===== src/common/shq_cfg_pkg.sv =====
package shq_cfg_pkg;

    // number of independent queues that share the pool.
    localparam int num_queues = 5;

    // slots in the shared pool. every queue can hold up to all of them.
    localparam int num_slots = 8;

    // width of one stored data word.
    localparam int data_width = 32;

    localparam int slot_width = $clog2(num_slots); // bits of a slot index.

    // the occupancy count has to reach num_slots itself, so one extra value.
    localparam int count_width = $clog2(num_slots + 1);

endpackage


===== src/common/shq_types_pkg.sv =====
package shq_types_pkg;

    // one data word as written on din and read on dout.
    typedef logic [shq_cfg_pkg::data_width-1:0] data_t;

    typedef logic [shq_cfg_pkg::slot_width-1:0] slot_idx_t; // address of one pool slot.

    // one bit per queue, for the strobes and the level flags.
    typedef logic [shq_cfg_pkg::num_queues-1:0] queue_vec_t;

    // one bit per slot, set while the slot holds a live word.
    typedef logic [shq_cfg_pkg::num_slots-1:0] slot_map_t;

    typedef logic [shq_cfg_pkg::count_width-1:0] count_t; // occupied slots.

endpackage


===== src/rtl/slot_index_fifo.sv =====
module slot_index_fifo (
    input  logic                     clk,
    input  logic                     rst_n,
    input  logic                     softreset,
    input  logic                     push,
    input  shq_types_pkg::slot_idx_t push_idx,
    input  logic                     pop,
    output shq_types_pkg::slot_idx_t head_idx,
    output logic                     empty
);

    shq_types_pkg::slot_idx_t entries [shq_cfg_pkg::num_slots];
    shq_types_pkg::slot_idx_t wr_ptr;
    shq_types_pkg::slot_idx_t rd_ptr;
    shq_types_pkg::count_t    used;

    // pointers wrap at num_slots, which need not be a power of two.
    function automatic shq_types_pkg::slot_idx_t next_ptr(
        input shq_types_pkg::slot_idx_t ptr
    );
        if (ptr == shq_types_pkg::slot_idx_t'(shq_cfg_pkg::num_slots - 1)) begin
            return '0;
        end
        return ptr + 1'b1;
    endfunction

    always_ff @(posedge clk or negedge rst_n) begin
        if (!rst_n) begin
            wr_ptr <= '0;
            rd_ptr <= '0;
            used   <= '0;
        end else if (softreset) begin
            wr_ptr <= '0;
            rd_ptr <= '0;
            used   <= '0;
        end else begin
            if (push) begin
                wr_ptr <= next_ptr(wr_ptr);
            end
            if (pop) begin
                rd_ptr <= next_ptr(rd_ptr);
            end
            if (push && !pop) begin
                used <= used + 1'b1;
            end else if (pop && !push) begin
                used <= used - 1'b1;
            end
        end
    end

    always_ff @(posedge clk) begin
        if (push) begin
            entries[wr_ptr] <= push_idx;
        end
    end

    assign head_idx = entries[rd_ptr]; // undefined while empty, never used then.
    assign empty    = (used == '0);

    // a queue never owns more slots than the pool has, so the allocator
    // cannot push into a full index FIFO.
    a_no_overflow: assert property (@(posedge clk) disable iff (!rst_n)
        push |-> used != shq_types_pkg::count_t'(shq_cfg_pkg::num_slots));

    a_no_underflow: assert property (@(posedge clk) disable iff (!rst_n)
        pop |-> !empty);

endmodule


===== src/shared_queue/shared_queue_top.sv =====
module shared_queue_top (
    input  logic                                              clk,
    input  logic                                              rst_n,
    input  logic                                              softreset,
    input  shq_types_pkg::queue_vec_t                         vldin,
    input  shq_types_pkg::data_t [shq_cfg_pkg::num_queues-1:0] din,
    input  shq_types_pkg::queue_vec_t                         readout,
    output shq_types_pkg::data_t [shq_cfg_pkg::num_queues-1:0] dout,
    output shq_types_pkg::queue_vec_t                         full,
    output shq_types_pkg::queue_vec_t                         empty,
    output shq_types_pkg::count_t                             count
);

    shq_types_pkg::queue_vec_t                             grant;
    shq_types_pkg::queue_vec_t                             pop;
    shq_types_pkg::slot_idx_t [shq_cfg_pkg::num_queues-1:0] alloc_idx;
    shq_types_pkg::slot_idx_t [shq_cfg_pkg::num_queues-1:0] head_idx;

    assign pop = readout & ~empty; // a read on an empty queue is dropped here.

    slot_allocator u_slot_allocator (
        .clk       (clk),
        .rst_n     (rst_n),
        .softreset (softreset),
        .vldin     (vldin),
        .pop       (pop),
        .head_idx  (head_idx),
        .grant     (grant),
        .alloc_idx (alloc_idx),
        .full      (full),
        .count     (count)
    );

    slot_memory u_slot_memory (
        .clk     (clk),
        .wr_en   (grant),
        .wr_idx  (alloc_idx),
        .wr_data (din),
        .rd_idx  (head_idx),
        .rd_data (dout)
    );

    // one index FIFO per queue keeps the order of the slots it was given.
    for (genvar q = 0; q < shq_cfg_pkg::num_queues; q++) begin : g_queue
        slot_index_fifo u_slot_index_fifo (
            .clk       (clk),
            .rst_n     (rst_n),
            .softreset (softreset),
            .push      (grant[q]),
            .push_idx  (alloc_idx[q]),
            .pop       (pop[q]),
            .head_idx  (head_idx[q]),
            .empty     (empty[q])
        );
    end

endmodule


===== src/shared_queue/slot_allocator.sv =====
module slot_allocator (
    input  logic                                                  clk,
    input  logic                                                  rst_n,
    input  logic                                                  softreset,
    input  shq_types_pkg::queue_vec_t                             vldin,
    input  shq_types_pkg::queue_vec_t                             pop,
    input  shq_types_pkg::slot_idx_t [shq_cfg_pkg::num_queues-1:0] head_idx,
    output shq_types_pkg::queue_vec_t                             grant,
    output shq_types_pkg::slot_idx_t [shq_cfg_pkg::num_queues-1:0] alloc_idx,
    output shq_types_pkg::queue_vec_t                             full,
    output shq_types_pkg::count_t                                 count
);

    shq_types_pkg::slot_map_t occupied;
    shq_types_pkg::slot_map_t next_map;
    shq_types_pkg::count_t    next_count;

    // queue 0 searches the bitmap first. every later queue sees the
    // slots already handed out to the queues before it in this cycle.
    always_comb begin
        shq_types_pkg::slot_map_t taken;
        taken = occupied;
        for (int q = 0; q < shq_cfg_pkg::num_queues; q++) begin
            full[q]      = 1'b1;
            alloc_idx[q] = '0;
            for (int s = shq_cfg_pkg::num_slots - 1; s >= 0; s--) begin
                if (!taken[s]) begin
                    full[q]      = 1'b0; // the last hit is the lowest free slot.
                    alloc_idx[q] = shq_types_pkg::slot_idx_t'(s);
                end
            end
            grant[q] = vldin[q] & ~full[q];
            if (grant[q]) begin
                taken[alloc_idx[q]] = 1'b1;
            end
        end
        // freed slots only reach the search after the edge.
        next_map = taken;
        for (int q = 0; q < shq_cfg_pkg::num_queues; q++) begin
            if (pop[q]) begin
                next_map[head_idx[q]] = 1'b0;
            end
        end
    end

    always_comb begin
        next_count = '0;
        for (int s = 0; s < shq_cfg_pkg::num_slots; s++) begin
            next_count = next_count + shq_types_pkg::count_t'(next_map[s]);
        end
    end

    always_ff @(posedge clk or negedge rst_n) begin
        if (!rst_n) begin
            occupied <= '0;
            count    <= '0;
        end else if (softreset) begin
            occupied <= '0;
            count    <= '0;
        end else begin
            occupied <= next_map;
            count    <= next_count;
        end
    end

    for (genvar q = 0; q < shq_cfg_pkg::num_queues; q++) begin : g_chk
        // the head of an index FIFO must name a slot the bitmap still holds.
        a_pop_occupied: assert property (@(posedge clk) disable iff (!rst_n)
            pop[q] |-> occupied[head_idx[q]]);
    end

endmodule


===== src/shared_queue/slot_memory.sv =====
module slot_memory (
    input  logic                                                  clk,
    input  shq_types_pkg::queue_vec_t                             wr_en,
    input  shq_types_pkg::slot_idx_t [shq_cfg_pkg::num_queues-1:0] wr_idx,
    input  shq_types_pkg::data_t [shq_cfg_pkg::num_queues-1:0]     wr_data,
    input  shq_types_pkg::slot_idx_t [shq_cfg_pkg::num_queues-1:0] rd_idx,
    output shq_types_pkg::data_t [shq_cfg_pkg::num_queues-1:0]     rd_data
);

    // the pool itself. a slot is only read after it has been written.
    shq_types_pkg::data_t words [shq_cfg_pkg::num_slots];

    // grants never share a slot, so the write ports never collide.
    always_ff @(posedge clk) begin
        for (int q = 0; q < shq_cfg_pkg::num_queues; q++) begin
            if (wr_en[q]) begin
                words[wr_idx[q]] <= wr_data[q];
            end
        end
    end

    // each queue reads its head slot without waiting for a clock.
    always_comb begin
        for (int q = 0; q < shq_cfg_pkg::num_queues; q++) begin
            rd_data[q] = words[rd_idx[q]];
        end
    end

endmodule


===== config.mk =====
export PLATFORM = sky130hd
export DESIGN_NAME = shared_queue_top
export DESIGN_NICKNAME = d
export VERILOG_FILES = /design/src/common/shq_cfg_pkg.sv /design/src/common/shq_types_pkg.sv /design/src/rtl/slot_index_fifo.sv /design/src/shared_queue/shared_queue_top.sv /design/src/shared_queue/slot_allocator.sv /design/src/shared_queue/slot_memory.sv
export SDC_FILE = /design/constraint.sdc
export NUM_CORES = 2
export LEC_CHECK = 0
export ABC_AREA = 0
export BUFFER_PORTS_ARGS = -buffer_cell sky130_fd_sc_hd__buf_2
export CAP_MARGIN = 20
export CORE_UTILIZATION = 36
export CTS_CLUSTER_DIAMETER = 50
export CTS_CLUSTER_SIZE = 10
export DETAILED_ROUTE_END_ITERATION = 10
export SETUP_SLACK_MARGIN = 0.5
export SLEW_MARGIN = 20
export SYNTH_ARGS = -nofsm -noshare
export SYNTH_HDL_FRONTEND = slang
export SYNTH_SLANG_ARGS = --single-unit

===== constraint.sdc =====
create_clock -name clk -period 5.91 [get_ports clk]
set_input_delay 0.2955 -clock clk [delete_from_list [all_inputs] [get_ports clk]]
set_output_delay 0.2955 -clock clk [all_outputs]
set_load 0.02 [all_outputs]

# Word-level counts from Yosys, hierarchy flattened

Memory sizes are Yosys's and may differ from the RTL's.
Index checks and enable logic that the tools add are counted.

Register bits after elaboration: 62
RAM bits: 376
Input port bits: 173
Output and inout bits: 174
Logic and storage cells: 364
Memories kept: 6

Add/sub/neg operators: 27
Magnitude comparators: 20
Equality and inequality tests: 10
Muxes and demuxes: 207
Bitwise logic cells: 27
Reduce and logical (&&, ||, !) cells: 50

Memories:

| memory                               | words | bits a word | rd ports | clocked after Yosys merged registers in | write ports | RTL line              | text |
|---|---|---|---|---|---|---|---|
| u_slot_memory.words                  | 8     | 32          | 5        | 0                                       | 5           | slot_memory.sv:11     | `shq_types_pkg::data_t words [shq_cfg_pkg::num_slots];` |
| g_queue[0].u_slot_index_fifo.entries | 8     | 3           | 1        | 0                                       | 1           | slot_index_fifo.sv:12 | `shq_types_pkg::slot_idx_t entries [shq_cfg_pkg::num_slots];` |
| g_queue[1].u_slot_index_fifo.entries | 8     | 3           | 1        | 0                                       | 1           | slot_index_fifo.sv:12 |  |
| g_queue[2].u_slot_index_fifo.entries | 8     | 3           | 1        | 0                                       | 1           | slot_index_fifo.sv:12 |  |
| g_queue[3].u_slot_index_fifo.entries | 8     | 3           | 1        | 0                                       | 1           | slot_index_fifo.sv:12 |  |
| g_queue[4].u_slot_index_fifo.entries | 8     | 3           | 1        | 0                                       | 1           | slot_index_fifo.sv:12 |  |

Operator list:

| kind                  | number |
|---|---|
| $mux W3               | 80 |
| $mux W1               | 90 |
| $mux W8               | 11 |
| $mux W4               | 16 |
| $and A8 B8 Y8         | 5 |
| $lt A3 B4 Y1 const B  | 10 |
| $not A8 Y8            | 5 |
| $or A8 B8 Y8          | 5 |
| $add A3 B1 Y3 const B | 10 |
| $demux W1 S3          | 10 |
| $eq A3 B3 Y1 const B  | 10 |
| $ge A3 B1 Y1 const B  | 10 |
| $add A4 B1 Y4         | 6 |
| $add A4 B1 Y4 const B | 5 |
| $logic_and A1 B1 Y1   | 20 |
| $logic_not A4 Y1      | 5 |
| $reduce_bool A2 Y1    | 10 |
| $sub A4 B1 Y4 const B | 5 |
| $reduce_bool A3 Y1    | 5 |
| $logic_not A1 Y1      | 10 |
| $and A1 B1 Y1         | 5 |
| $and A5 B5 Y5         | 1 |
| $not A1 Y1            | 5 |
| $not A5 Y5            | 1 |
| $add A1 B1 Y2         | 1 |

# Logic depth before layout (Yosys ltp)

Word-level depth: 88
Depth in mapped cells: 23

# Cells and area by module

A second synthesis with hierarchy kept.

Cell total of the unflattened synthesis: 3135
Area, all modules: 36999.2 sq um

Modules (own cells, without submodules):

| module                                              | instances | cells an instance | area an instance (sq um) | seq. area each (sq um) |
|---|---|---|---|---|
| slot_memory                                         | 1         | 2255              | 26470.4                  | 7687.4 |
| slot_index_fifo at g_queue[1].u_slot_index_fifo ... | 3         | 108               | 1614.0                   | 970.9 |
| slot_index_fifo at g_queue[0].u_slot_index_fifo ... | 2         | 108               | 1612.8                   | 970.9 |
| slot_allocator                                      | 1         | 335               | 2392.3                   | 300.3 |
| shared_queue_top                                    | 1         | 5                 | 68.8                     | 0.0 |

# Least setup slack after synthesis

OpenSTA, ideal clock, no wires.

Path kind: in2reg
Start: in vldin[1]
End: reg u_slot_allocator.count[1]
Arrival time: 5439 ps
Required time: 5838 ps
Path slack: 399 ps
Stages on the path: 20
Buffers on the path: 3
Cell sequence: buf_2 -> maj3_2 -> a221o_1 -> maj3_2 -> or3_1 -> a2111oi_4 -> o31ai_1 -> a21oi_1 -> a21oi_4 -> nand2b_1 -> buf_2 -> buf_2 -> a211o_1 -> fa_1 -> fa_1 -> inv_1 -> fa_1 -> inv_1 -> fa_1 -> nor2_1

RTL lines:

| what                   | RTL line              | text |
|---|---|---|
| start: declaration     | shared_queue_top.sv:5 | `input shq_types_pkg::queue_vec_t vldin,` |
| end signal: assignment | slot_allocator.sv:62  | `count <= next_count;` |
| end: declaration       | slot_allocator.sv:11  | `output shq_types_pkg::count_t count` |

==> key figures <==
Power and ir drop
  – Flop pwr share: between 20% and 30%
  – VDD IR max: between 0.0005 and 0.0006 V
  – PwrDens: just over 700 nW/um^2
  – Clock power frac: approximately 13%
  – Net Sw Frac: between 50% and 60%
  – Leakage: between 0.015 and 0.02 uW
  – Net switching power figure: 18200 uW
  – Comb pwr share: around two thirds
  – Pint: 13800 uW

Hold path
  – Hold WC Path Type: input port to flop
  – Worst hold path depth: 3
  – Hold EP: u_slot_memory.words[3][21]
  – Min-Delay Startpoint: din[149]

Critical path
  – R2R setup slack: between 0.6 and 0.7 ns
  – R2R depth: 21
  – Reg2Reg Launch Point: u_slot_allocator.occupied[1]
  – Critical Path RT: between 5 and 6 ns
  – Reg2Reg Capture Point: u_slot_allocator.count[2]
  – CP Max Fanout: between 60 and 70
  – CP startpoint kind: flop
  – Arrival @ worst endpoint: roughly 5 ns
  – WS Path Type: flop to output pin
  – Worst Setup End Kind: output pin

GRT
  – Global-route wire length before repair: approximately 270000 um
  – Largest net degree at the start of global routing: 84
  – Vias in the first global route: 38800
  – Grt total ovfl: 0
  – GRT Util Overall: between 30% and 40%
  – Initial antenna violation count: 36

Finish
  – Fillers: approximately 11000
  – Area Overhead vs Synth: 13.6%
  – Commonest non-fill, non-tap cell in the layout: nand2_1
  – Most frequent cells in the layout: 1547 x nand2_1, 659 x nand3_1, 435 x o21ai_0
  – Finished Cell Area: ~45000 um^2
  – Layout cells sized above 1: around 17%
  – Final #Nets: ~5600

STA
  – RSZ-0062 raised after global routing: no
  – Final Critical Period: ~5.3 ns
  – Setup TNS: 0 ns
  – Measured slew at the worst slew-check pin: 1.19 ns
  – Slew HR: between 10% and 20%
  – Final Hold Fails: 0
  – Setup-failing EPs final: 0
  – Final worst-path setup slack: around 0.6 ns
  – FMAX: roughly 190 MHz
  – WHS: around 0.053 ns
  – Final Slew Violations: 0
  – Final Cycle Share: about 90%
  – Max Clock Skew: about 0.022 ns

Run
  – Max cap viols: 0

Clock network
  – CTS tree: done
  – H-tree levels: 3
  – Clk_lat worst skew: around 0.63 ns
  – CTS Sinks: 438
  – Clock root buffer: clkbuf_16
  – CTS max path bufs: 3
  – Clk slew on worst S/H paths: about 0.06 ns
  – TritonCTS Buffers: 69

Drt
  – 1st-iter DRT viols: ~6700
  – DRC viols: 0
  – Vias: 43000
  – Via density: slightly above 6
  – Final wirelength: 192000 um
  – DRT Pass-1 Iters: 9
  – DR WL/cell: about 28 um
  – Final ANT Viol Nets: 0

Synthesis
  – Yosys reg bits: 438
  – Ys flop type: edfxtp_1
  – Yosys warns: 0
  – Ys async rst share: between 10% and 20%
  – Synth unique cells: 85
  – Register area share after synthesis: between 30% and 40%
  – Syn_nets: roughly 5600
  – Mapped cell area: 39800 um^2
  – EDFF count, synth: between 300 and 400
  – Syn Inst Count: between 5000 and 6000
  – Syn_area_per_cell: 7.43 um^2

Placement
  – GPL Wtd Cong: between 0.9 and 1
  – Number of port buffers: about 350
  – Setup slack after placement: about 0.26 ns
  – Post-DP Area: between 40000 and 50000 um^2
  – Post-detail-place hpwl: roughly 120000 um

Floorplanning
  – DIE AREA: 112000 um^2
  – Die Y: 335 um
  – DIE WIDTH: roughly 330 um
  – IO Pins: between 300 and 400
  – Starting density of the core: roughly 36%
  – Core area: between 100000 and 150000 um^2
  – # rows: between 100 and 150

Run status
  – Run status: finished, final reports clean
flip-flops by register name (all words and copies together) (netlist names):
name and count:
u_slot_memory.words 256, g_queue.u_slot_index_fifo.entries 120, g_queue.u_slot_index_fifo.used 20, g_queue.u_slot_index_fifo.rd_ptr 15, g_queue.u_slot_index_fifo.wr_ptr 15, u_slot_allocator.occupied 8
u_slot_allocator.count 4
how the worst max path moves through the flow:
stage / from / endpoint / slack [ns] / depth (start not counted)
4_1_cts: u_slot_allocator.occupied[1] / u_slot_allocator.count[2] / 0.51 / 20
6_report: g_queue[4].u_slot_index_fifo.rd_ptr[0] / dout[128] / 0.60 / 8
2_1_floorplan: vldin[1] / u_slot_allocator.count[2] / 0.51 / 21
3_3_place_gp: vldin[1] / u_slot_allocator.count[2] / 0.33 / 19
3_5_place_dp: vldin[1] / u_slot_allocator.count[2] / 0.26 / 19
5_1_grt: u_slot_allocator.occupied[1] / u_slot_allocator.count[2] / 0.45 / 21
layout make-up:
| cell class | count | area (um^2) | share of cell area (%) |
|---|---|---|---|
| repair buffers | 485 | 2910 | 6.43 |
| clock buffers | 81 | 1780 | 3.94 |
| well taps | 1476 | 1850 | 4.08 |
| clock inverters | 38 | 418 | 0.924 |
| diodes | 20 | 50.0 | 0.111 |
| multi-input cells | 4377 | 25300 | 56.0 |
| inverters | 21 | 78.8 | 0.174 |
| flip-flops and latches | 438 | 12800 | 28.4 |
logic make-up after synthesis:
group,count (synthesis),share of synthesized area [%]
adders and majority gates,46,1.59
AOI/OAI and AO/OA,1021,14.6
DFF,438,32.2
buffers and inverters,546,5.40
xor gates and xnor gates,19,0.418
muxes,619,17.4
and+or+nand+nor,2672,28.3
layer usage:
| layer | up-vias | track usage [%] | part of all wire (%) |
|---|---|---|---|
| li1 | 19000 | - | - |
| met1 | 20100 | 42.8 | 38 |
| met2 | 3144 | 50.0 | 43 |
| met3 | 715 | 7.85 | 12 |
| met4 | 18 | 19.0 | 6.2 |
| met5 | - | 0 | 0.060 |
synth_stat cells (all sizes together) (5+ instances only):
| library cell | instances | area [um^2] |
|---|---|---|
| and2 | 9 | 56.3 |
| nor2b | 8 | 50.1 |
| o221ai | 18 | 158 |
| nand3 | 665 | 3330 |
| dfrtp | 62 | 1550 |
| a211oi | 105 | 788 |
| mux4 | 30 | 676 |
| nand2b | 28 | 175 |
| a31oi | 12 | 75.1 |
| a22oi | 24 | 180 |
| xor2 | 7 | 61.3 |
| o211ai | 10 | 75.1 |
| nor4 | 15 | 93.8 |
| a21o | 8 | 60.1 |
| nand2 | 1554 | 5830 |
| or3 | 11 | 68.8 |
| mux2 | 300 | 3380 |
| nor4b | 8 | 70.1 |
| nor3b | 12 | 95.1 |
| inv | 20 | 75.1 |
| a21oi | 330 | 1670 |
| nor2 | 306 | 1150 |
| maj3 | 6 | 63.8 |
| a32oi | 6 | 52.6 |
| nor3 | 35 | 191 |
| fa | 9 | 180 |
| mux2i | 289 | 2890 |
| o21ai | 456 | 2290 |
| xnor2 | 12 | 105 |
| clkbuf | 418 | 1570 |
| edfxtp | 376 | 11300 |
| and3 | 6 | 37.5 |
| ha | 31 | 388 |
| nand4 | 5 | 31.3 |
| buf | 107 | 502 |
power groups by stage:
stage	combinational [uW]	sequential (uW)	clock (uW)
floorplan	12900	5860	0
global placement	20500	6420	0
detailed placement	20700	6430	0
CTS	20800	6380	4050
global route	22600	6560	4160
finish	21500	6470	4030
stage by stage:
stage,instances,util (%),power (uW)
6_report,6936,41.4,32000
5_1_grt,6928,41.4,33300
4_1_cts,6902,41.2,31200
3_5_place_dp,6779,39.1,27100
3_3_place_gp,6779,39.1,26900
2_1_floorplan,5361,-,18800
worst max-delay path, cell delays in order, from the launching register on:
cell and delay, ns:
dfrtp_1 0.67, mux4_2 0.63, mux2i_4 0.26, buf_4 0.80
and2_1 0.59, buf_4 0.40, a22oi_1 0.11, o221ai_1 0.59
buf_2 0.29
repair_timing:
item,CTS,global route
endpoints found under the hold margin,62,0
hold buffers,1,0
pin swaps,2,15
buffers inserted,3,14
setup endpoints to repair,2,5
gates resized for setup,11,13
(Power assumes the default switching activity.)
